### src/logic/fetch_pkg.sv
// ----------------------------------------------------------
// Shared widths, enums and link structs for fetch and memory
// Word addressed memory, byte addresses with bits [1:0] ignored
// No sub-word access and no error response
// ----------------------------------------------------------
package fetch_pkg;

  // ----------------------------------------------------------
  // Widths
  // ----------------------------------------------------------

  // Byte address
  parameter int ADDR_BITS   = 32;
  // Instruction and data word
  parameter int DATA_BITS   = 32;
  // Epoch tag carried through memory
  parameter int OPAQUE_BITS = 2;

  // ----------------------------------------------------------
  // Enums
  // ----------------------------------------------------------

  typedef enum logic {
    mem_read  = 1'b0,
    mem_write = 1'b1
  } mem_op_e;

  // Which client issued a memory request
  typedef enum logic {
    src_fetch = 1'b0,
    src_data  = 1'b1
  } mem_src_e;

  // ----------------------------------------------------------
  // Link structs
  // ----------------------------------------------------------

  // Client to arbiter, 67 bits
  typedef struct packed {
    mem_op_e                op;
    logic [OPAQUE_BITS-1:0] opaque;
    logic [ADDR_BITS-1:0]   addr;
    logic [DATA_BITS-1:0]   data;
  } client_req_t;

  // Arbiter to client, addr echoes the request
  typedef struct packed {
    mem_op_e                op;
    logic [OPAQUE_BITS-1:0] opaque;
    logic [ADDR_BITS-1:0]   addr;
    logic [DATA_BITS-1:0]   data;
  } client_resp_t;

  // Arbiter to memory with source tag, 68 bits
  typedef struct packed {
    mem_src_e    src;
    client_req_t msg;
  } mem_req_t;

  // Memory to arbiter, src echoed for routing
  typedef struct packed {
    mem_src_e     src;
    client_resp_t msg;
  } mem_resp_t;

  // Fetch to decode
  typedef struct packed {
    logic [ADDR_BITS-1:0] pc;
    logic [DATA_BITS-1:0] inst;
  } fetch_out_t;

  // Decode to fetch, squash is a one-cycle strobe
  typedef struct packed {
    logic                 squash;
    logic [ADDR_BITS-1:0] branch_target;
  } redirect_t;

endpackage
### src/logic/fetch_unit.sv
`timescale 1ns/10ps
// ----------------------------------------------------------
// Sequential read fetch with up to 2**OPAQUE_BITS requests in flight
// Squash redirects in the same cycle and bumps the epoch tag
// Epoch wraps, so a stale response must drain within that many squashes
// ----------------------------------------------------------
module fetch_unit #(
  parameter logic [fetch_pkg::ADDR_BITS-1:0] RST_ADDR = '0
) (
  input  logic                    clk,
  input  logic                    rst,

  // Memory request
  output logic                    req_val,
  output fetch_pkg::client_req_t  req_msg,
  input  logic                    req_rdy,

  // Memory response
  input  logic                    resp_val,
  input  fetch_pkg::client_resp_t resp_msg,
  output logic                    resp_rdy,

  // Decode side
  output logic                    inst_val,
  output fetch_pkg::fetch_out_t   inst,
  input  logic                    inst_rdy,
  input  fetch_pkg::redirect_t    redirect
);
  import fetch_pkg::*;

  localparam int MAX_IN_FLIGHT = 2 ** OPAQUE_BITS;

  logic                   req_xfer;
  logic                   resp_xfer;
  logic [OPAQUE_BITS:0]   in_flight;
  logic [ADDR_BITS-1:0]   curr_addr;
  logic [ADDR_BITS-1:0]   issue_addr;
  logic [OPAQUE_BITS-1:0] epoch;
  logic [OPAQUE_BITS-1:0] epoch_next;
  logic                   drop;

  assign req_xfer  = req_val && req_rdy;
  assign resp_xfer = resp_val && resp_rdy;

  // ----------------------------------------------------------
  // In-flight count
  // ----------------------------------------------------------

  // Request and response in the same cycle cancel out
  always_ff @(posedge clk) begin
    if (rst) begin
      in_flight <= '0;
    end else if (req_xfer && !resp_xfer) begin
      in_flight <= in_flight + 1'b1;
    end else if (resp_xfer && !req_xfer) begin
      in_flight <= in_flight - 1'b1;
    end
  end

  // Stop issuing at the limit
  assign req_val = (in_flight < MAX_IN_FLIGHT);

  // ----------------------------------------------------------
  // Request address and epoch
  // ----------------------------------------------------------

  // Squash overrides the held address in its own cycle
  assign issue_addr = redirect.squash ? redirect.branch_target : curr_addr;
  assign epoch_next = epoch + 1'b1;

  always_ff @(posedge clk) begin
    if (rst) begin
      curr_addr <= RST_ADDR;
    end else if (req_xfer) begin
      // Covers a squash that transfers in the same cycle
      curr_addr <= issue_addr + 32'd4;
    end else if (redirect.squash) begin
      curr_addr <= redirect.branch_target;
    end
  end

  always_ff @(posedge clk) begin
    if (rst) begin
      epoch <= '0;
    end else if (redirect.squash) begin
      epoch <= epoch_next;
    end
  end

  always_comb begin
    req_msg.op     = mem_read;
    // New epoch already on the redirected request
    req_msg.opaque = redirect.squash ? epoch_next : epoch;
    req_msg.addr   = issue_addr;
    // Reads carry no payload
    req_msg.data   = '0;
  end

  // ----------------------------------------------------------
  // Response filtering
  // ----------------------------------------------------------

  // Old epoch or anything landing during a squash is wrong-path
  assign drop = (resp_msg.opaque != epoch) || redirect.squash;

  // Dropped responses drain even when decode stalls
  assign resp_rdy  = inst_rdy || drop;
  assign inst_val  = resp_val && !drop;
  assign inst.pc   = resp_msg.addr;
  assign inst.inst = resp_msg.data;

  // ----------------------------------------------------------
  // Checks
  // ----------------------------------------------------------

  // Limit holds across arbiter and memory latency
  a_in_flight_limit : assert property (
    @(posedge clk) disable iff (rst) in_flight <= MAX_IN_FLIGHT
  ) else $error("fetch_unit: in-flight count above limit");

  // Memory never answers a request fetch did not send
  a_no_orphan_resp : assert property (
    @(posedge clk) disable iff (rst) resp_xfer |-> (in_flight != '0)
  ) else $error("fetch_unit: response with nothing in flight");

  // Fetch responses are always reads
  a_resp_is_read : assert property (
    @(posedge clk) disable iff (rst) resp_val |-> resp_msg.op == mem_read
  ) else $error("fetch_unit: write response routed to fetch");

endmodule

### config.mk
export PLATFORM = sky130hd
export DESIGN_NAME = fetch_unit
export DESIGN_NICKNAME = d
export VERILOG_FILES = /design/src/logic/fetch_pkg.sv /design/src/logic/fetch_unit.sv
export SDC_FILE = /design/constraint.sdc
export NUM_CORES = 1
export LEC_CHECK = 0
export BUFFER_PORTS_ARGS = -buffer_cell sky130_fd_sc_hd__buf_2
export CAP_MARGIN = 20
export CELL_PAD_IN_SITES_DETAIL_PLACEMENT = 1
export CELL_PAD_IN_SITES_GLOBAL_PLACEMENT = 1
export CORE_ASPECT_RATIO = 0.9
export CORE_UTILIZATION = 30
export DETAILED_ROUTE_END_ITERATION = 16
export GPL_TIMING_DRIVEN = 0
export PLACE_DENSITY = 0.87
export RECOVER_POWER = 100
export SLEW_MARGIN = 30
export SYNTH_ARGS = -nofsm -noshare
export SYNTH_HDL_FRONTEND = slang
export SYNTH_SLANG_ARGS = --single-unit
### constraint.sdc
create_clock -name clk -period 5.5 [get_ports clk]
set_input_delay 0.275 -clock clk [delete_from_list [all_inputs] [get_ports clk]]
set_output_delay 0.275 -clock clk [all_outputs]
set_load 0.02 [all_outputs]
* Word-level counts from Yosys, hierarchy flattened
Index checks and enable logic that the tools add are counted.
** Cells by class
- Reduce and logical (&&, ||, !) cells :: 11
- $add $sub $neg :: 4
- Magnitude comparators :: 1
- Muxes and demuxes :: 5
- Equality and inequality tests :: 1
** Operators with widths (number)
- $mux W32 :: 2
- $add A32 B3 Y32 const B :: 1
- $mux W3 :: 2
- $logic_and A1 B1 Y1 :: 5
- $add A3 B1 Y3 const B :: 1
- $logic_not A1 Y1 :: 3
- $lt A3 B3 Y1 const B :: 1
- $sub A3 B1 Y3 const B :: 1
- $add A2 B1 Y2 const B :: 1
- $logic_or A1 B1 Y1 :: 2
- $mux W2 :: 1
- $ne A2 B2 Y1 :: 1
- $reduce_bool A2 Y1 :: 1
** Storage, ports and cells
- Word-level logic and storage cells :: 25
- Output and inout port bits :: 134
- Input bits :: 105
- Register bits after elaboration :: 37

* Depth between registers and ports, before layout
Gate-level depths: netlist of run 1.
- Word-level depth :: 7
- Mapped depth :: 13

* Least setup slack after synthesis of run 1
OpenSTA, ideal clock, no wires.
- Kind :: in2reg
- Start :: in redirect[32] (netlist bit)
- End :: reg in_flight[2]
- Library setup time :: 71 ps
- Data arrival time :: 2559 ps
- Buffers on the path :: 4
- Cell stages on the path :: 13
- Path slack :: 2871 ps
- Cells stage by stage :: buf_6 > buf_4 > buf_4 > buf_2 > nor3_1 > nand2b_1 > nand2_1 > ha_1 > inv_1 > fa_1 > xor2_1 > or3_1 > a21oi_1
** On the way
- Cells in the longest elaborated chain, start to end :: 6
- Elaborated cells on any way between the ends :: 8
- Those cells by class :: mux (1); reduce/logical (7)
** RTL lines
- start, declared :: RTL line fetch_unit.sv:27 : input fetch_pkg::redirect_t redirect
- $logic_or A1 B1 Y1 (*) :: RTL line fetch_unit.sv:104 : assign drop = (resp_msg.opaque != epoch) || redirect.squash;
- $logic_or A1 B1 Y1 (*) :: RTL line fetch_unit.sv:107 : assign resp_rdy = inst_rdy || drop;
- named net resp_rdy :: RTL line fetch_unit.sv:21 : output logic resp_rdy,
- $logic_and A1 B1 Y1 (*) :: RTL line fetch_unit.sv:43 : assign resp_xfer = resp_val && resp_rdy;
- $logic_not A1 Y1 :: RTL line fetch_unit.sv:53 : end else if (req_xfer && !resp_xfer) begin
- $logic_and A1 B1 Y1 :: RTL line fetch_unit.sv:53
- $mux W3 / $reduce_bool A2 Y1 (equally long branches)
- end signal, assigned :: RTL line fetch_unit.sv:54 : in_flight <= in_flight + 1'b1;
- end signal, assigned :: RTL line fetch_unit.sv:56 : in_flight <= in_flight - 1'b1;
- end, declared :: RTL line fetch_unit.sv:35 : logic [OPAQUE_BITS:0] in_flight;
The timed path passes the listed nets; every way through them passes the cells marked *.
A chain may end at the register's enable or synchronous reset.

* Worst setup path after layout of run 1
- Start :: in redirect[32] (netlist bit)
- End :: reg curr_addr[20]
** On the way
- Cells in the longest elaborated chain, start to end :: 3
** RTL lines
- $mux W32 (*)
- $add A32 B3 Y32 :: RTL line fetch_unit.sv:76 : curr_addr <= issue_addr + 32'd4;
- $mux W32 (*) :: RTL line fetch_unit.sv:74 : end else if (req_xfer) begin
- end signal, assigned :: RTL line fetch_unit.sv:76
- end signal, assigned :: RTL line fetch_unit.sv:78 : curr_addr <= redirect.branch_target;
- end, declared :: RTL line fetch_unit.sv:36 : logic [ADDR_BITS-1:0] curr_addr;
Every way passes the cells marked *; elsewhere a longest branch is shown, timed or not.

==> impl_metrics.toml, run 1 <==
[die]
rows = 35
die_h_um = 101
start_util = 0.314
die_width_um = 112
core_area_sq_mm = 0.0105
die-area_sq_mm = 0.0114
io_pins = 239

[drt]
postRouteAntennaNets = 0
wl_um = 10700
drt-initial-drc-count = 82
num_vias = 3318
avgRoutedWirePerCell_um = 15.3
drc = 0
avgViaCountPerCell = 4.75
first_pass_iters = 4

[min_path]
min_path_cells = 3
min_from = "redirect[1]"
hp-class = "input port to flop"
whs_endpoint = "curr_addr[1]"

[layout]
area_growth_syn_to_layout_pct = 29.6
finalNetCount = 676
regArea_sq_um = 741
antenna-diode-count = 0
multiInputGateArea_sq_mm = 0.00176
layout-drive-gt1-share = 0.309
fillCellCount = 1351

[yosys]
postSynthCellCount = 390
syn_avg_cell_area_sq_um = 8.44
ys_types = 45
yosysTopAreaCellShare = 0.228
synth_top_cell_by_area = "buf_4"
ys.warnings.count = 0
synth.cell_area_sq_mm = 0.00329
synth_seq_area_share = 0.225
ys_seq_elements = 37
synth_edf_count = 0
async_flop_share = 0
synth_area_leaders = "buf_4, dfxtp_1, mux2_2"
synth_ff_type = "dfxtp_1"

[critical_path]
r2r-start = "curr_addr[2]"
startpoint_type = "input port"
path_buf_inv = 5
critPathMaxFanout = 10
crit_type = "input port to flop"
rrSetupSlack_ps = 3060
reg2reg_depth = 8
required_ps = 5670
crit_arrival_ps = 4150
r2r-end = "curr_addr[20]"
cp_slowest_stage_delay_ps = 650
cpMaxStageDelayCell = "clkbuf_1"
worstPathCellList = "buf_6 -> clkbuf_1 -> clkbuf_1 -> clkbuf_1 -> mux2i_1 -> inv_1 -> ha_1 -> nand3b_1 -> a21oi_1 -> nand4_2 -> nor4_1 -> mux2_2"
endpoint_kind = "flop"
crit_top_cell = "clkbuf_1"
cpLargestDelayFamily = "buffers and inverters"

[timing]
skew_ps = 6.70
finalSetupViolations = 0
whs_ps = 361
slew_viol_final = 0
period_minus_slack_ps = 3980
worst_pin_slew_ps = 775
rsz0062_at_grt = "no"
hold_viol_final = 0
slew_headroom = 0.484
fmax_ghz = 0.251
timing.setup.tns_ps = 0
post-route-period-util = 0.723

[job]
cap_violations = 0

[pwr]
powerDensity_mw_per_mm2 = 238
p_leak_nw = 2.05
vdd.ir_drop.worst_mv = 0.133

[grt]
antenna_found_initial = 0
track_usage = 0.179
grt_max_degree = 12
gr-total-overflow = 0
first_global_vias = 3324
grt_pass1_wl_um = 16100

[cts]
cts_sinks = 37
hold_buffers = 0
path_clk_slew_ps = 60
numCtsBuffers = 5
cts_setup_buffers = 0
tritoncts = "done"
max-clock-path-buffers = 2
htree_levels = 2
clock_latency_ps = 280
cts-root-buf = "clkbuf_16"
ctsResizeCount = 0

[placed_design]
io_buffers = 139
gp_congestion = 0.845
dp.final_hpwl_um = 8730

[run_status]
status = "completed"
-- routing by layer --
layer,routed length (um),GRT usage,part of all wire,up-vias
met3,777,0.0359,0.073,11
met2,5570,0.332,0.52,151
li1,-,-,-,1570
met4,117,0.0697,0.011,0
met5,0,0,0,-
met1,4250,0.204,0.40,1586
-- flip-flops by register name (all words and copies together) (netlist names) --
register   cells
epoch          2
curr_addr     32
in_flight      3
-- report_power, final --
part           internal, mW  switching, mW
clock                 0.227          0.117
sequential            0.297         0.0212
combinational         0.140          0.215
total                 0.663          0.354
-- Yosys cell counts (2+ instances only) --
cell	count
buf_4	100
dfxtp_1	37
nand2_1	25
nor2_1	22
mux2_2	20
nand3_1	18
inv_1	16
mux2i_1	14
xor2_1	12
nand3b_1	11
nor3_1	11
o21ai_0	11
nor2b_1	10
nand4_1	9
or4_1	8
xnor2_1	6
a21oi_1	5
a22oi_2	4
clkbuf_1	4
a211oi_1	3
a211oi_2	3
and2_1	3
buf_6	3
nand2b_1	3
nand3_2	3
o21a_1	3
a22oi_4	2
and4_1	2
buf_2	2
ha_1	2
nand3b_4	2
nand4_2	2
nand4b_1	2
-- worst reg2reg max path, stage by stage (launching register included) --
cell and delay [ps]:
dfxtp_1 300, mux2i_1 130, inv_1 140, ha_1 160, nand3b_1 140, a21oi_1 510, nand4_2 320, nor4_1 260
mux2_2 370
-- cell usage in the layout (no fill, tap or decap), drive strengths merged, types with 14 or more instances in the layout --
cell / instances
nand3: 21
mux2: 20
dfxtp: 37
conb: 33
mux2i: 14
inv: 16
clkbuf: 106
buf: 150
nor2: 22
nand2: 25
-- cell type report --
cell class,instances,area share
clock inverters,1,0.00704
multi-input cells,259,0.412
plain buffers,110,0.184
repair buffers,139,0.138
flip-flops and latches,37,0.174
well taps,129,0.0378
clock buffers,7,0.0334
inverters,16,0.0141
-- how the worst max path moves through the flow --
| stage | startpoint | end | slack [ps] | cells past startpoint |
|---|---|---|---|---|
| after detailed placement | redirect[32] | curr_addr[20] | 2400 | 12 |
| after global placement | redirect[32] | curr_addr[20] | 2470 | 12 |
| final | redirect[32] | curr_addr[20] | 1520 | 12 |
| after global routing | redirect[32] | curr_addr[20] | 1310 | 12 |
| after CTS | redirect[32] | curr_addr[20] | 2680 | 12 |
| after floorplan | redirect[32] | in_flight[2] | 2870 | 13 |
-- metrics by stage --
step / instances / cell area [sq um] / total power, mW / utilization / setup WS, ps
5_1_grt: 698 / 4270 / 1.07 / 0.408 / 1310
6_report: 698 / 4270 / 1.02 / 0.408 / 1520
3_3_place_gp: 690 / 4270 / 0.677 / 0.408 / 2470
2_1_floorplan: 422 / 3410 / 0.587 / - / 2870
4_1_cts: 698 / 4440 / 1.04 / 0.424 / 2680
3_5_place_dp: 690 / 4270 / 0.695 / 0.408 / 2400
-- cells by family (layout without fill, tap and decap cells) --
kind of cell    after synthesis  after routing  synth area share
mux                          34             34             0.111
simple gates                135            135             0.241
buf+inv                     126            273             0.269
other cells                   1             33           0.00114
fa+ha+maj                     3              3            0.0137
compound gates               36             36            0.0913
flops                        37             37             0.225
xor+xnor                     18             18            0.0479
No activity file was read; power rests on OpenSTA's default activity.
==> run 2, diff against run 1 <==
--- a/config.mk
+++ b/config.mk
@@ -10,10 +10,10 @@
 export CELL_PAD_IN_SITES_DETAIL_PLACEMENT = 1
 export CELL_PAD_IN_SITES_GLOBAL_PLACEMENT = 1
 export CORE_ASPECT_RATIO = 0.9
-export CORE_UTILIZATION = 30
+export CORE_UTILIZATION = 25
 export DETAILED_ROUTE_END_ITERATION = 16
 export GPL_TIMING_DRIVEN = 0
-export PLACE_DENSITY = 0.87
+export PLACE_DENSITY = 0.77
 export RECOVER_POWER = 100
 export SLEW_MARGIN = 30
 export SYNTH_ARGS = -nofsm -noshare
==> constraint.sdc (replaced) <==
create_clock -name clk -period 3.6 [get_ports clk]
set_input_delay 0.18 -clock clk [delete_from_list [all_inputs] [get_ports clk]]
set_output_delay 0.18 -clock clk [all_outputs]
set_load 0.02 [all_outputs]
==> run 2 against run 1 <==
Against the previous run:
- via count fell by 2.3%
- combinational power rose by 53%
- routed wire length rose by 2.0%
- non-clock buffer count did not move
- count of clock-buffer cells in the layout did not move
- setup slack got worse by 930 ps
- clock power rose by 51%
- first-iteration DRC count rose by 37%
- clock skew barely moved
==> impl_metrics.toml, run 2 (synthesis results as in run 1) <==
[placed_design]
gp_congestion = 0.838
post_dp_cell_area_sq_mm = 0.00431
placedCellCount = 725
io_buffers = 139
dp.final_hpwl_um = 8850
preCtsSetupSlack_ps = 466

[layout]
reg_top3 = "curr_addr: 32 flops, in_flight: 3 flops, epoch: 2 flops"
stdcell_count = 733
layout-drive-gt1-share = 0.323
top_register = "curr_addr"
mostFrequentLayoutCells = "buf_4, clkbuf_1, buf_2"
antenna-diode-count = 0
largest_register_ffs = 32
mostFrequentLayoutCell = "buf_4"
finalNetCount = 676
area_growth_syn_to_layout_pct = 31.7
fin_area_sq_mm = 0.00433

[min_path]
hp-class = "input port to flop"
whs_endpoint = "curr_addr[0]"
min_from = "redirect[0]"
min_path_cells = 3

[critical_path]
r2r-end = "curr_addr[20]"
required_ps = 3770
cp_slowest_stage_delay_ps = 480
crit_top_cell = "buf_4"
cpLargestDelayFamily = "buffers and inverters"
critPathMaxFanout = 10
worstPathCellList = "buf_6 -> buf_4 -> buf_4 -> buf_2 -> mux2i_1 -> inv_1 -> ha_1 -> nand3b_1 -> a21oi_1 -> nand4_2 -> nor4_1 -> mux2_2"
crit_arrival_ps = 3170
crit_type = "input port to flop"
cpMaxStageDelayCell = "a21oi_1"
r2r-start = "curr_addr[2]"
path_buf_inv = 5
reg2reg_depth = 8
endpoint_kind = "flop"
rrSetupSlack_ps = 1110
startpoint_type = "input port"

[grt]
first_global_vias = 3244
gr-total-overflow = 0
antenna_found_initial = 1
track_usage = 0.156
grt_pass1_wl_um = 16700
grt_max_degree = 12

[timing]
hold_viol_final = 0
fmax_ghz = 0.333
slew_headroom = 0.475
whs_ps = 282
rsz0062_at_grt = "no"
skew_ps = 6.53
period_minus_slack_ps = 3000
slew_viol_final = 0
layout_setup_ws_ps = 595
worst_pin_slew_ps = 782
post-route-period-util = 0.835
timing.setup.tns_ps = 0
finalSetupViolations = 0

[cts]
path_clk_slew_ps = 60
cts_sinks = 37
ctsResizeCount = 0
tritoncts = "done"
htree_levels = 2
cts-root-buf = "clkbuf_16"
max-clock-path-buffers = 2
numCtsBuffers = 5
clock_latency_ps = 280
cts_setup_buffers = 0
hold_buffers = 0

[pwr]
power.share.clock = 0.337
sw_frac_of_total = 0.344
switching_power_mw = 0.532
pwr-share-seq = 0.314
p_int_mw = 1.02
pwr-share-comb = 0.350
vdd.ir_drop.worst_mv = 0.171
powerDensity_mw_per_mm2 = 357
p_leak_nw = 2.08

[drt]
wl_um = 10900
first_pass_iters = 4
postRouteAntennaNets = 0
avgViaCountPerCell = 4.42
avgRoutedWirePerCell_um = 14.9
drc = 0
num_vias = 3241
drt-initial-drc-count = 112

[die]
die-area_sq_mm = 0.0136
die_h_um = 111
io_pins = 239
start_util = 0.257
core_area_sq_mm = 0.0128
die_width_um = 123
rows = 39

[run_status]
status = "completed"

[job]
cap_violations = 0
==> run 2: cell count changes in the layout (fill, tap and decap cells not counted) <==
cell	delta
clkbuf_1	-7
buf_2	+4
buf_4	+2
a211oi_1	+1
a211oi_2	-1
buf_8	+1
mux2_1	-1
mux2_2	+1
nand3_1	-1
nand3_2	+1
==> run 2: layout make-up <==
cell class | count | area [sq um]
clock inverters | 1 | 30.0
multi-input cells | 259 | 1760
well taps | 164 | 205
fillers | 1622 | 8450
clock buffers | 7 | 143
repair buffers | 139 | 591
flip-flops and latches | 37 | 741
inverters | 16 | 60.1
plain buffers | 110 | 805
==> run 2: power groups by stage <==
stage	registers (mW)	clock network [mW]	logic [mW]
after floorplan	0.486	0	0.411
after global routing	0.492	0.546	0.590
final	0.486	0.521	0.542
after global placement	0.491	0	0.546
after detailed placement	0.495	0	0.565
after CTS	0.486	0.527	0.570
==> run 2: metal layers <==
layer | global-route usage | part of all wire
met1 | 0.182 | 0.39
met2 | 0.285 | 0.53
met3 | 0.0370 | 0.069
met4 | 0.0293 | 0.0043
met5 | 0 | 0
==> run 2: worst min-delay path, stage by stage <==
cell and delay [ps]:
buf_2 70, mux2_2 140, nor2b_1 130
==> run 2: per-stage QoR <==
| stage | power, mW | util |
|---|---|---|
| final | 1.55 | 0.339 |
| after detailed placement | 1.06 | 0.337 |
| after CTS | 1.58 | 0.351 |
| after floorplan | 0.897 | - |
| after global routing | 1.63 | 0.339 |
| after global placement | 1.04 | 0.337 |
==> run 2: worst max-delay path by stage <==
| stage | from | to | slack [ps] | cells after the start |
|---|---|---|---|---|
| 2_1_floorplan | redirect[32] | in_flight[2] | 1070 | 13 |
| 3_3_place_gp | redirect[32] | curr_addr[20] | 610 | 12 |
| 3_5_place_dp | redirect[32] | curr_addr[20] | 470 | 12 |
| 4_1_cts | redirect[32] | curr_addr[20] | 760 | 12 |
| 5_1_grt | redirect[32] | curr_addr[20] | 270 | 12 |
| 6_report | redirect[32] | curr_addr[20] | 600 | 12 |
