## src/logic/fetch_pkg.sv

```systemverilog
// ----------------------------------------------------------
// Shared widths, enums and link structs for fetch and memory
// Word addressed memory, byte addresses with bits [1:0] ignored
// No sub-word access and no error response
// ----------------------------------------------------------
package fetch_pkg;

  // ----------------------------------------------------------
  // Widths
  // ----------------------------------------------------------

  // Byte address
  parameter int ADDR_BITS   = 32;
  // Instruction and data word
  parameter int DATA_BITS   = 32;
  // Epoch tag carried through memory
  parameter int OPAQUE_BITS = 2;

  // ----------------------------------------------------------
  // Enums
  // ----------------------------------------------------------

  typedef enum logic {
    mem_read  = 1'b0,
    mem_write = 1'b1
  } mem_op_e;

  // Which client issued a memory request
  typedef enum logic {
    src_fetch = 1'b0,
    src_data  = 1'b1
  } mem_src_e;

  // ----------------------------------------------------------
  // Link structs
  // ----------------------------------------------------------

  // Client to arbiter, 67 bits
  typedef struct packed {
    mem_op_e                op;
    logic [OPAQUE_BITS-1:0] opaque;
    logic [ADDR_BITS-1:0]   addr;
    logic [DATA_BITS-1:0]   data;
  } client_req_t;

  // Arbiter to client, addr echoes the request
  typedef struct packed {
    mem_op_e                op;
    logic [OPAQUE_BITS-1:0] opaque;
    logic [ADDR_BITS-1:0]   addr;
    logic [DATA_BITS-1:0]   data;
  } client_resp_t;

  // Arbiter to memory with source tag, 68 bits
  typedef struct packed {
    mem_src_e    src;
    client_req_t msg;
  } mem_req_t;

  // Memory to arbiter, src echoed for routing
  typedef struct packed {
    mem_src_e     src;
    client_resp_t msg;
  } mem_resp_t;

  // Fetch to decode
  typedef struct packed {
    logic [ADDR_BITS-1:0] pc;
    logic [DATA_BITS-1:0] inst;
  } fetch_out_t;

  // Decode to fetch, squash is a one-cycle strobe
  typedef struct packed {
    logic                 squash;
    logic [ADDR_BITS-1:0] branch_target;
  } redirect_t;

endpackage
```

## src/logic/mem_arbiter.sv

```systemverilog
`timescale 1ns/10ps
// ----------------------------------------------------------
// Round-robin arbiter for fetch and data clients onto one memory
// Pointer moves only on a memory request transfer
// Responses routed back by the echoed src tag
// ----------------------------------------------------------
module mem_arbiter (
  input  logic                    clk,
  input  logic                    rst,

  // Fetch client
  input  logic                    fetch_req_val,
  input  fetch_pkg::client_req_t  fetch_req,
  output logic                    fetch_req_rdy,
  output logic                    fetch_resp_val,
  output fetch_pkg::client_resp_t fetch_resp,
  input  logic                    fetch_resp_rdy,

  // Data client
  input  logic                    data_req_val,
  input  fetch_pkg::client_req_t  data_req,
  output logic                    data_req_rdy,
  output logic                    data_resp_val,
  output fetch_pkg::client_resp_t data_resp,
  input  logic                    data_resp_rdy,

  // Memory side
  output logic                    mem_req_val,
  output fetch_pkg::mem_req_t     mem_req,
  input  logic                    mem_req_rdy,
  input  logic                    mem_resp_val,
  input  fetch_pkg::mem_resp_t    mem_resp,
  output logic                    mem_resp_rdy
);
  import fetch_pkg::*;

  mem_src_e last_src;
  logic     grant_fetch;
  logic     grant_data;

  // ----------------------------------------------------------
  // Request side
  // ----------------------------------------------------------

  // Data wins a tie only when fetch went last
  assign grant_data  = data_req_val && (!fetch_req_val || last_src == src_fetch);
  assign grant_fetch = fetch_req_val && !grant_data;

  assign mem_req_val = fetch_req_val || data_req_val;
  assign mem_req.src = grant_data ? src_data : src_fetch;
  assign mem_req.msg = grant_data ? data_req : fetch_req;

  // Only the granted client sees rdy
  assign fetch_req_rdy = grant_fetch && mem_req_rdy;
  assign data_req_rdy  = grant_data && mem_req_rdy;

  // Reset value lets fetch go first
  always_ff @(posedge clk) begin
    if (rst) begin
      last_src <= src_data;
    end else if (mem_req_val && mem_req_rdy) begin
      last_src <= mem_req.src;
    end
  end

  // ----------------------------------------------------------
  // Response side
  // ----------------------------------------------------------

  assign fetch_resp_val = mem_resp_val && (mem_resp.src == src_fetch);
  assign data_resp_val  = mem_resp_val && (mem_resp.src == src_data);
  assign fetch_resp     = mem_resp.msg;
  assign data_resp      = mem_resp.msg;

  // Back-pressure from the addressed client only
  assign mem_resp_rdy = (mem_resp.src == src_data) ? data_resp_rdy : fetch_resp_rdy;

  // ----------------------------------------------------------
  // Checks
  // ----------------------------------------------------------

  a_one_grant : assert property (
    @(posedge clk) disable iff (rst) !(fetch_req_rdy && data_req_rdy)
  ) else $error("mem_arbiter: both clients granted");

endmodule

```

## config.mk

```make
export PLATFORM = sky130hd
export DESIGN_NAME = mem_arbiter
export DESIGN_NICKNAME = d
export VERILOG_FILES = /design/src/logic/fetch_pkg.sv /design/src/logic/mem_arbiter.sv
export SDC_FILE = /design/constraint.sdc
export NUM_CORES = 1
export LEC_CHECK = 0
export BUFFER_PORTS_ARGS = -buffer_cell sky130_fd_sc_hd__buf_2
export CORE_AREA = 2 2 163 165
export DETAILED_ROUTE_END_ITERATION = 16
export DIE_AREA = 0 0 165 167
export GPL_ROUTABILITY_DRIVEN = 0
export PLACE_DENSITY = 0.33
export SLEW_MARGIN = 30
export SYNTH_ARGS = -nofsm -noshare
export SYNTH_HDL_FRONTEND = slang
export SYNTH_SLANG_ARGS = --single-unit
```

## constraint.sdc

```tcl
create_clock -name clk -period 1 [get_ports clk]
set_input_delay 0 -clock clk [delete_from_list [all_inputs] [get_ports clk]]
set_output_delay 0 -clock clk [all_outputs]
set_load 0.02 [all_outputs]
```

# After elaboration in Yosys (flattened, before gate mapping)
# Cells that the tools add are included.
op_classes:
  mux: 3
  bitwise_logic: 2
  n_reduce_logical: 11
ops:
  columns: ["op", "count"]
  rows:
  - ["67-bit 2-to-1 mux", 1]
  - ["1-bit logical AND", 7]
  - ["1-bit logical NOT", 2]
  - ["1-bit logical OR", 2]
  - ["1-bit 2-to-1 mux", 2]
  - ["1-bit inverter", 2]
word_totals:
  regBits: 1
  inputBits: 210
  out_inout_bits: 208
  word_cells: 17

# Depth between registers and ports, before layout
# Gate-level depths: netlist of the first run.
logic_depth:
  ltp_word: 6
  depth_mapped: 4
  ltp_nobuf: 2

# Worst setup path after synthesis of the first run
# OpenSTA, ideal clock, no wires.
synth_timing:
  kind: "register to output"
  from: "register last_src"
  to: "output mem_req[48] in the netlist's numbering"
  t_arrival_ps: 1232
  required_ps: 1000
  setup_slack_ps: -232
  path_stages_with_launch: 5
  path_buffers: 2
  path_cell_list: "dfxtp_1 > a21boi_4 > buf_6 > buf_6 > mux2_1"
synth_rtl:
  columns: ["element", "line_no", "text"]
  rows:
  - ["from (decl)", "mem_arbiter.sv:37", "mem_src_e last_src;"]
  - ["from (signal assigned)", "mem_arbiter.sv:60", "last_src <= src_data;"]
  - ["from (signal assigned)", "mem_arbiter.sv:62", "last_src <= mem_req.src;"]
  - ["to (decl)", "mem_arbiter.sv:29", "output fetch_pkg::mem_req_t mem_req,"]

==> metrics.md, run 1 <==
| Metric | Value |
|---|---|
| Final wirelength | 10.63 mm |
| Total number of yosys warnings | 0 |
| Seq pwr share | 2.2% |
| Storage element area | 21.27 µm² |
| Final Critical Period | 1378 ps |
| Hold Path Class | in -> out |
| Cells on worst reg2reg path | 3 |
| Status | complete, but fails checks |
| IO Pins | 418 |
| Relative slew margins | 88.86% |
| Max FO, Critical Path | 5 |
| Setup violations, final | 69 |
| Chip height | 167 µm |
| Non-filler cells in the finished layout | 652 |
| Post-DRT Antenna Nets | 0 |
| Die Wd | 165 µm |
| Die Area | 0.02756 mm² |
| Initial antenna violation count | 3 |
| Hold path cells | 0 |
| WL/cell | 16.30 µm |
| Largest Register | last_src |
| Share of cells above drive strength 1 | 97.77% |
| Setup TNS after final layout | -22730 ps |
| Synth top area cells | buf_4, mux2_2, mux2_1 |
| Switching share of power | 41.86% |
| Max-slew violation count | 0 |
| CP arrival | 1380 ps |
| Hold_buf cts | 0 |
| Cell-internal power | 1229 µW |
| DR iter-0 viols | 19 |
| DR vias | 1752 |
| Yosys reg bits | 1 |
| Residual DRC count | 0 |
| Core area | 0.02576 mm² |
| Worst Path Required | 1000 ps |
| Number of iterations in the first detailed-routing pass | 4 |
| Critical path endpoint category | primary output |
| All-Layer GR Usage | 6.878% |
| Pin count of the biggest net entering global routing | 21 |
| Worst skew pair latency | 0 ps |
| Combinational share of power | 97.8% |
| Sequential fraction of the synthesis area | 1.036% |
| Max frequency | 725.5 MHz |
| Area leader, netlist | buf_4 |
| Tcrit/Tclk final | 137.8% |
| RSZ-0062 raised after global routing | true |
| Psw | 885.1 µW |
| Critical Path Source Type | flip-flop |
| Failing checks | setup timing |
| Critical path startpoint | last_src$_SDFFE_PP1P_ |
| Clk_skew | 0 ps |
| Peak VDD IR | 0.2764 mV |
| Setup CP Type | reg -> out |
| Worst-Margin Slew | 166.6 ps |
| CTS clk-pin slew, worst paths | 0 ps |
| Rows | 59 |
| Final layout net count | 526 |
| Power share of the clock group | 0% |
| Hpwl dp | 9.036 mm |
| Worst reg2reg startpoint | last_src$_SDFFE_PP1P_ |
| Top flop regs | last_src (1) |
| Min-delay src | mem_resp[34] |
| Filler instances | 2937 |
| Syn_nets | 431 |
| Number of flip-flops in the largest register | 1 |
| Area grow syn2layout | 75.26% |
| Multi-input gate area | 0.001081 mm² |
| First-pass GRT wire length | 13.54 mm |
| Final WS setup | -378.4 ps |
| Placed cells | 635 |
| Mapped Area | 0.001932 mm² |
| Remaining Overflow, GRT | 0 |
| Vias in the first global route | 1832 |
| Port bufs | 216 |
| DR vias/cell | 2.687 |
| Final Hold Fails | 0 |
| Share of the synthesized area in the top cell type | 54.40% |
| Cell count after synthesis | 221 |
| Synth cell types | 13 |
| Starting Density | 7.498% |
| Leakage | 0.001712 µW |
| Max-cap viol count | 0 |
| P per Cell Area | 624.5 mW/mm² |
| Synthesized area per cell | 8.741 µm² |
[timing repair]
action / in CTS / in global routing
setup buffers: 7 / 0
gates cloned: 5 / 2
pin swaps: 1 / 2
resized for setup: 138 / 63
endpoints found under the setup margin: 68 / 69
hold endpoints to repair: 0 / 0
[cells in the final DEF, fill, tap and decap left out, drive strengths merged]
master	instances
buf	233
mux2	68
diode	3
nor2b	2
clkbuf	2
and2	2
a21boi	1
or2	1
inv	1
nand2	1
a21oi	1
a221o	1
dfxtp	1
[synthesized netlist by cell type, drive strengths merged]
cell type    n
and2         2
a21boi       1
mux2        68
a21oi        1
a221o        1
dfxtp        1
or2          1
nor2b        2
buf        142
inv          1
nand2        1
[cell type report]
type / count / share of cell area [%]
antenna: 3 / 0.2217
inverter: 1 / 0.1109
multi-input combinational: 77 / 31.93
sequential: 1 / 0.6282
tap: 335 / 12.38
timing repair buffer: 235 / 54.73
[power groups by stage]
| stage | clock network (µW) | logic, µW | registers [µW] |
|---|---|---|---|
| after global placement | 0 | 1430 | 47.4 |
| after floorplan | 0 | 1540 | 48.1 |
| after CTS | 0 | 1920 | 47.4 |
| after global routing | 0.000268 | 2170 | 47.3 |
| final | 0.00297 | 2070 | 47.2 |
| after detailed placement | 0 | 1430 | 47.5 |
[routing by layer]
layer | part of all wire, % | wire [µm] | global-route usage, % | vias up
met5 | 0 | 0 | 0 | -
met4 | 0.91 | 97 | 1.588 | 0
met3 | 10 | 1095 | 2.441 | 13
met2 | 55 | 5869 | 13.15 | 182
met1 | 34 | 3563 | 7.023 | 767
li1 | - | - | - | 790
[path summary, 6_finish.rpt]
kind                           end  slack [ps]
min reg2reg  last_src$_SDFFE_PP1P_         630
max                    mem_req[41]        -380
min                  data_resp[34]        0.01
max reg2reg  last_src$_SDFFE_PP1P_          90
[critical path, cell delays in order (launching register included)]
cell and delay, ps:
dfxtp_2 310, a21boi_4 190, buf_6 140, buf_12 130
clkbuf_16 160, mux2_4 310, buf_6 130
[cells by family after synthesis]
kind of cell,after synthesis,share of synthesized area [%]
muxes,68,39.64
and+or+nand+nor,6,1.813
buffers and inverters,143,55.76
AOI/OAI and AO/OA,3,1.749
DFF,1,1.036
[metrics by stage]
step / hold slack [ps] / total power, µW / setup WS (ps) / util [%] / cell area [µm²]
floorplan: 78.11 / 1592 / -180.9 / - / 1974
global placement: 0.1996 / 1480 / -394.5 / 9.548 / 2460
detailed placement: 0.1996 / 1473 / -393.6 / 9.548 / 2460
CTS: 0.1996 / 1969 / -372.1 / 12.10 / 3117
global route: 0.08374 / 2216 / -420.1 / 13.14 / 3386
finish: 0.01132 / 2115 / -378.4 / 13.14 / 3386
Power figures use the tool's default switching activity.
==> run 2, diff against run 1 <==
==> constraint.sdc (replaced) <==
create_clock -name clk -period 1 [get_ports clk]
set_input_delay 0.2 -clock clk [delete_from_list [all_inputs] [get_ports clk]]
set_output_delay 0.2 -clock clk [all_outputs]
set_load 0.02 [all_outputs]
==> run 2 against run 1 <==
Net effect: the flow still finishes with violations (setup timing); combinational power grew 2%; global-route usage grew 0.89 points; highest routed layer unchanged; clock skew is the same; first-iteration DRC count grew 53%.
==> metrics.md, run 2 (synthesized netlist as in run 1, its figures left out) <==
| Metric | Value |
|---|---|
| Placed cells | 635 (unchanged) |
| Critical Path Source Type | input pin |
| Combinational share of power | 97.8% (about the same) |
| Final layout net count | 529 (+0.57%) |
| Initial antenna violation count | 3 (unchanged) |
| Final wirelength | 12.07 mm (+14%) |
| Setup TNS after final layout | -36670 ps (-13940 ps) |
| Final WS setup | -577.8 ps (-199.4 ps) |
| Status | complete, but fails checks |
| All-Layer GR Usage | 7.770% (+0.89 points) |
| DR vias/cell | 2.830 (+5.3%) |
| Psw | 937.5 µW (+5.9%) |
| Port bufs | 216 (unchanged) |
| Rows | 59 (unchanged) |
| Worst Path Required | 800 ps (-200 ps) |
| P per Cell Area | 635.0 mW/mm² (+1.7%) |
| IO Pins | 418 (unchanged) |
| Max-cap viol count | 0 (unchanged) |
| Number of iterations in the first detailed-routing pass | 4 (unchanged) |
| Die Wd | 165 µm (unchanged) |
| Most common cell after layout, fill and taps aside | buf_2 |
| Critical path endpoint category | primary output |
| Minimum hold slack | 400.0 ps (+400.0 ps) |
| Largest Register | last_src |
| Hpwl dp | 10.04 mm (+11%) |
| Non-filler cells in the finished layout | 654 (+0.31%) |
| Switching share of power | 43.19% (+1.3 points) |
| Max-slew violation count | 0 (unchanged) |
| Worst skew pair latency | 0 ps (unchanged) |
| Max FO, Critical Path | 8 (+3) |
| Starting Density | 7.498% (unchanged) |
| Remaining Overflow, GRT | 0 (unchanged) |
| Residual DRC count | 0 (unchanged) |
| DR vias | 1851 (+5.7%) |
| Most frequent cells in the layout | buf_2, buf_6, mux2_4 |
| Area grow syn2layout | 76.94% |
| Share of cells above drive strength 1 | 98.11% (+0.34 points) |
| Setup violations, final | 69 (unchanged) |
| WL/cell | 18.46 µm (+13%) |
| Vias in the first global route | 1966 (+7.3%) |
| Number of flip-flops in the largest register | 1 (unchanged) |
| Leakage | 0.001720 µW (+0.44%) |
| Max frequency | 633.8 MHz (-13%) |
| Post-place setup slack | -659.9 ps (-266.3 ps) |
| Tcrit/Tclk final | 157.8% (+20 points) |
| Core area | 0.02576 mm² (unchanged) |
| Die Area | 0.02756 mm² (unchanged) |
| Relative slew margins | 91.38% (+2.5 points) |
| Power share of the clock group | 0% (unchanged) |
| Cell-internal power | 1233 µW (+0.30%) |
| DR iter-0 viols | 29 (+10) |
| First-pass GRT wire length | 14.88 mm (+9.9%) |
| Clk_skew | 0 ps (unchanged) |
| Hold Path Class | in -> out |
| Seq pwr share | 2.2% (about the same) |
| Chip height | 167 µm (unchanged) |
| Setup CP Type | in -> out |
| Post-DRT Antenna Nets | 0 (unchanged) |
| Final Critical Period | 1578 ps (+199.4 ps) |
| RSZ-0062 raised after global routing | true |
| Final Hold Fails | 0 (unchanged) |
| Worst-Margin Slew | 129.3 ps (-37.33 ps) |
| Pin count of the biggest net entering global routing | 15 (-29%) |
| Failing checks | setup timing |
| Top flop regs | last_src (1) |
| CP arrival | 1380 ps (about the same) |
| Peak VDD IR | 0.2885 mV (+4.4%) |
## run 2: path summary, 6_finish.rpt
kind	from	endpoint	slack, ps	cells past startpoint
hold reg to reg	last_src$_SDFFE_PP1P_	last_src$_SDFFE_PP1P_	630	2
hold / removal	mem_resp[62]	data_resp[62]	400	0
setup reg to reg	last_src$_SDFFE_PP1P_	last_src$_SDFFE_PP1P_	90	3
setup / recovery	fetch_req_val	mem_req[14]	-580	7
## run 2: metrics by stage
step	instance area, µm²	util (%)	power [µW]
floorplan	1976	-	1593
global route	3418	13.27	2259
global placement	2461	9.553	1511
detailed placement	2461	9.553	1504
CTS	2922	11.34	1851
finish	3418	13.27	2171
## run 2: metal layers
metal | vias to the layer above | wire length, µm | share of wire (%) | global-route usage [%]
met1 | 819 | 3491 | 29 | 6.677
met2 | 208 | 6337 | 52 | 14.26
met5 | - | 0 | 0 | 0
met4 | 0 | 770 | 6.4 | 5.180
met3 | 30 | 1474 | 12 | 3.437
li1 | 794 | - | - | -
## run 2: area by class of cell
| class | instances | area [µm²] |
|---|---|---|
| multi-input combinational | 77 | 1069 |
| timing repair buffer | 238 | 1901 |
| antenna | 2 | 5.005 |
| sequential | 1 | 21.27 |
| tap | 335 | 419.2 |
| fill | 2920 | 22350 |
| inverter | 1 | 3.754 |
## run 2: repair_timing
action | 4_1_cts | 5_1_grt
endpoints found under the setup margin | 71 | 72
hold buffers | 0 | 0
pin swaps | 2 | 1
cloned | 5 | 5
setup buffers | 6 | 2
gates resized for setup | 85 | 111
## run 2: power by group through the flow
stage	combinational (µW)	sequential, µW	clock [µW]
floorplan	1540	48.1	0
global placement	1460	47.2	0
detailed placement	1460	47.4	0
CTS	1800	47.2	0
global route	2210	47.7	0.000269
finish	2120	47.2	0.000269
## run 2: worst max-delay path, stage by stage
cell      delay (ps)
buf_8            100
a21boi_4         150
buf_6            130
buf_12           160
buf_12           140
mux2_2           350
buf_6            140
==> run 3, diff against run 2 <==
SETUP_SLACK_MARGIN = 0.2   (was default)
==> run 3 against run 2 <==
Net effect: the flow still finishes with violations (setup timing); highest routed layer unchanged; combinational power decreased by 12%; design area decreased by 4.5%; critical endpoint is now mem_req[29]; die area unchanged; global-route usage decreased by 2.8 points.
==> metrics.md, run 3 (synthesized netlist as in run 1, its figures left out) <==
| Metric | Value |
|---|---|
| Post-DRT Antenna Nets | 0 (unchanged) |
| Setup CP Type | in -> out |
| Max-slew violation count | 0 (unchanged) |
| Peak VDD IR | 0.2176 mV (-25%) |
| Crit-path cells | buf_8, a21boi_4, buf_4, clkbuf_16, buf_8, mux2_4, buf_6 |
| First-pass GRT wire length | 10.31 mm (-31%) |
| Non-filler cells in the finished layout | 657 (+0.46%) |
| Worst-Margin Slew | 198.1 ps (+68.80 ps) |
| Initial antenna violation count | 0 (-3) |
| All-Layer GR Usage | 4.940% (-2.8 points) |
| Met1 wire length | 2.427 mm (-30%) |
| Max FO, Critical Path | 5 (-3) |
| Most common cell after layout, fill and taps aside | buf_2 |
| Hold path cells | 0 (unchanged) |
| Share of cells above drive strength 1 | 98.76% (+0.65 points) |
| Area grow syn2layout | 68.98% |
| Final Hold Fails | 0 (unchanged) |
| Psw | 792.9 µW (-15%) |
| R2R Path End | last_src$_SDFFE_PP1P_ |
| Critical Path Source Type | input pin |
| Remaining Overflow, GRT | 0 (unchanged) |
| Switching share of power | 41.39% (-1.8 points) |
| Vias in the first global route | 1820 (-7.4%) |
| Slowest-stage cell, CP | mux2_4 |
| Number of iterations in the first detailed-routing pass | 7 (+3) |
| Buffer and inverter count on the worst path | 5 (unchanged) |
| Final Critical Period | 1568 ps (-9.716 ps) |
| Top cell by count, worst path | buf_8 |
| Critical path endpoint category | primary output |
| Power share of the clock group | 0% (unchanged) |
| WL/cell | 12.81 µm (-31%) |
| DR iter-0 viols | 20 (-31%) |
| Relative slew margins | 86.76% (-4.6 points) |
| DP Area | 0.002540 mm² (+3.2%) |
| Cells on worst reg2reg path | 6 (+3) |
| Most frequent cells in the layout | buf_2, buf_6, mux2_4 |
| Largest Register | last_src |
| Die Wd | 165 µm (unchanged) |
| Max-cap viol count | 0 (unchanged) |
| Seq pwr share | 2.5% (+0.3 points) |
| Setup violations, final | 71 (+2.9%) |
| WL met3 | 1.011 mm (-31%) |
| Placed cells | 644 (+1.4%) |
| Hpwl dp | 7.087 mm (-29%) |
| Top flop regs | last_src (1) |
| Max frequency | 637.7 MHz (+0.62%) |
| Min-delay src | mem_resp[35] |
| Core Util, Final | 12.67% (-0.60 points) |
| RSZ-0062 raised after global routing | true |
| Filler instances | 2963 (+1.5%) |
| Clk_skew | 0 ps (unchanged) |
| Rows | 59 (unchanged) |
| P per Cell Area | 586.8 mW/mm² (-7.6%) |
| Final layout net count | 534 (+0.95%) |
| Die Area | 0.02756 mm² (unchanged) |
| Routed wl met2 | 4.793 mm (-24%) |
| IO Pins | 418 (unchanged) |
| Starting Density | 7.498% (unchanged) |
| Status | complete, but fails checks |
| Pin count of the biggest net entering global routing | 22 (+7) |
| Failing checks | setup timing |
| Chip height | 167 µm (unchanged) |
| Worst Hold End | fetch_resp[35] |
| Final WS setup | -568.0 ps (+9.716 ps) |
| Worst skew pair latency | 0 ps (unchanged) |
| Core area | 0.02576 mm² (unchanged) |
| DR vias | 1795 (-3.0%) |
| Worst reg2reg setup slack | -290 ps (-380 ps) |
| Uppermost routed layer | met4 |
| Worst Path Required | 800 ps (about the same) |
| Cell-internal power | 1123 µW (-8.9%) |
| CP peak stage delay | 310 ps (-40 ps) |
| DR vias/cell | 2.732 (-3.5%) |
| Setup TNS after final layout | -35220 ps (+1454 ps) |
| Delay-heaviest family, CP | buffers and inverters |
| Combinational share of power | 97.5% (-0.3 points) |
| Number of flip-flops in the largest register | 1 (unchanged) |
| Worst reg2reg startpoint | last_src$_SDFFE_PP1P_ |
| Final wirelength | 8.416 mm (-30%) |
| CP arrival | 1370 ps (about the same) |
| Final instance area | 0.003264 mm² (-4.5%) |
| Tcrit/Tclk final | 156.8% (-0.97 points) |
| Residual DRC count | 0 (unchanged) |
| Ant diodes | 0 (-2) |
| Hold Path Class | in -> out |
| Minimum hold slack | 400.0 ps (+0.001000 ps) |
| Leakage | 0.001628 µW (-5.3%) |
| Port bufs | 216 (unchanged) |
## run 3: worst reg2reg max path, stage by stage (launching register included)
cell     delay (ps)
dfxtp_2         310
buf_4           130
buf_6           100
buf_6           100
buf_6           100
buf_6           110
a221o_1         310
## run 3: repair_timing
| item | CTS | global route |
|---|---|---|
| endpoints found under the setup margin | 75 | 75 |
| gates resized for setup | 39 | 135 |
| hold buffers | 0 | 0 |
| gates cloned | 0 | 3 |
| endpoints found under the hold margin | 0 | 0 |
| buffers inserted | 4 | 6 |
| pin swaps | 3 | 3 |
## run 3: layer usage
metal	global-route usage, %	vias up
met5	0	-
met2	10.45	205
met4	1.248	0
met1	4.232	764
met3	1.644	27
li1	-	799
## run 3: cell type report
cell class,count,area [µm²],area share (%)
well taps,335,419.2,12.84
flip-flops and latches,1,21.27,0.6516
multi-input cells,77,1015,31.08
repair buffers,243,1803,55.23
inverters,1,6.256,0.1916
## run 3: power groups by stage
stage / logic, µW / registers, µW / clock network, µW
6_report: 1870 / 47.3 / 0
3_3_place_gp: 1390 / 47.4 / 0
5_1_grt: 1980 / 48.0 / 0
2_1_floorplan: 1550 / 48.1 / 0
4_1_cts: 1480 / 47.4 / 0
3_5_place_dp: 1380 / 47.3 / 0
## run 3: worst max path at each step
stage | cells past startpoint | slack, ps | to | startpoint
after floorplan | 4 | -380 | mem_req[48] | last_src$_SDFFE_PP1P_
after global placement | 4 | -540 | mem_req[64] | last_src$_SDFFE_PP1P_
after detailed placement | 5 | -570 | mem_req[66] | data_req_val
after CTS | 5 | -560 | mem_req[16] | last_src$_SDFFE_PP1P_
after global routing | 6 | -610 | mem_req[62] | last_src$_SDFFE_PP1P_
final | 7 | -570 | mem_req[29] | fetch_req_val
## run 3: through the flow
stage / total power, µW / setup WS (ps)
floorplan: 1597 / -380.9
global placement: 1438 / -544.8
detailed placement: 1427 / -566.8
CTS: 1528 / -558.0
global route: 2029 / -607.0
finish: 1916 / -568.0
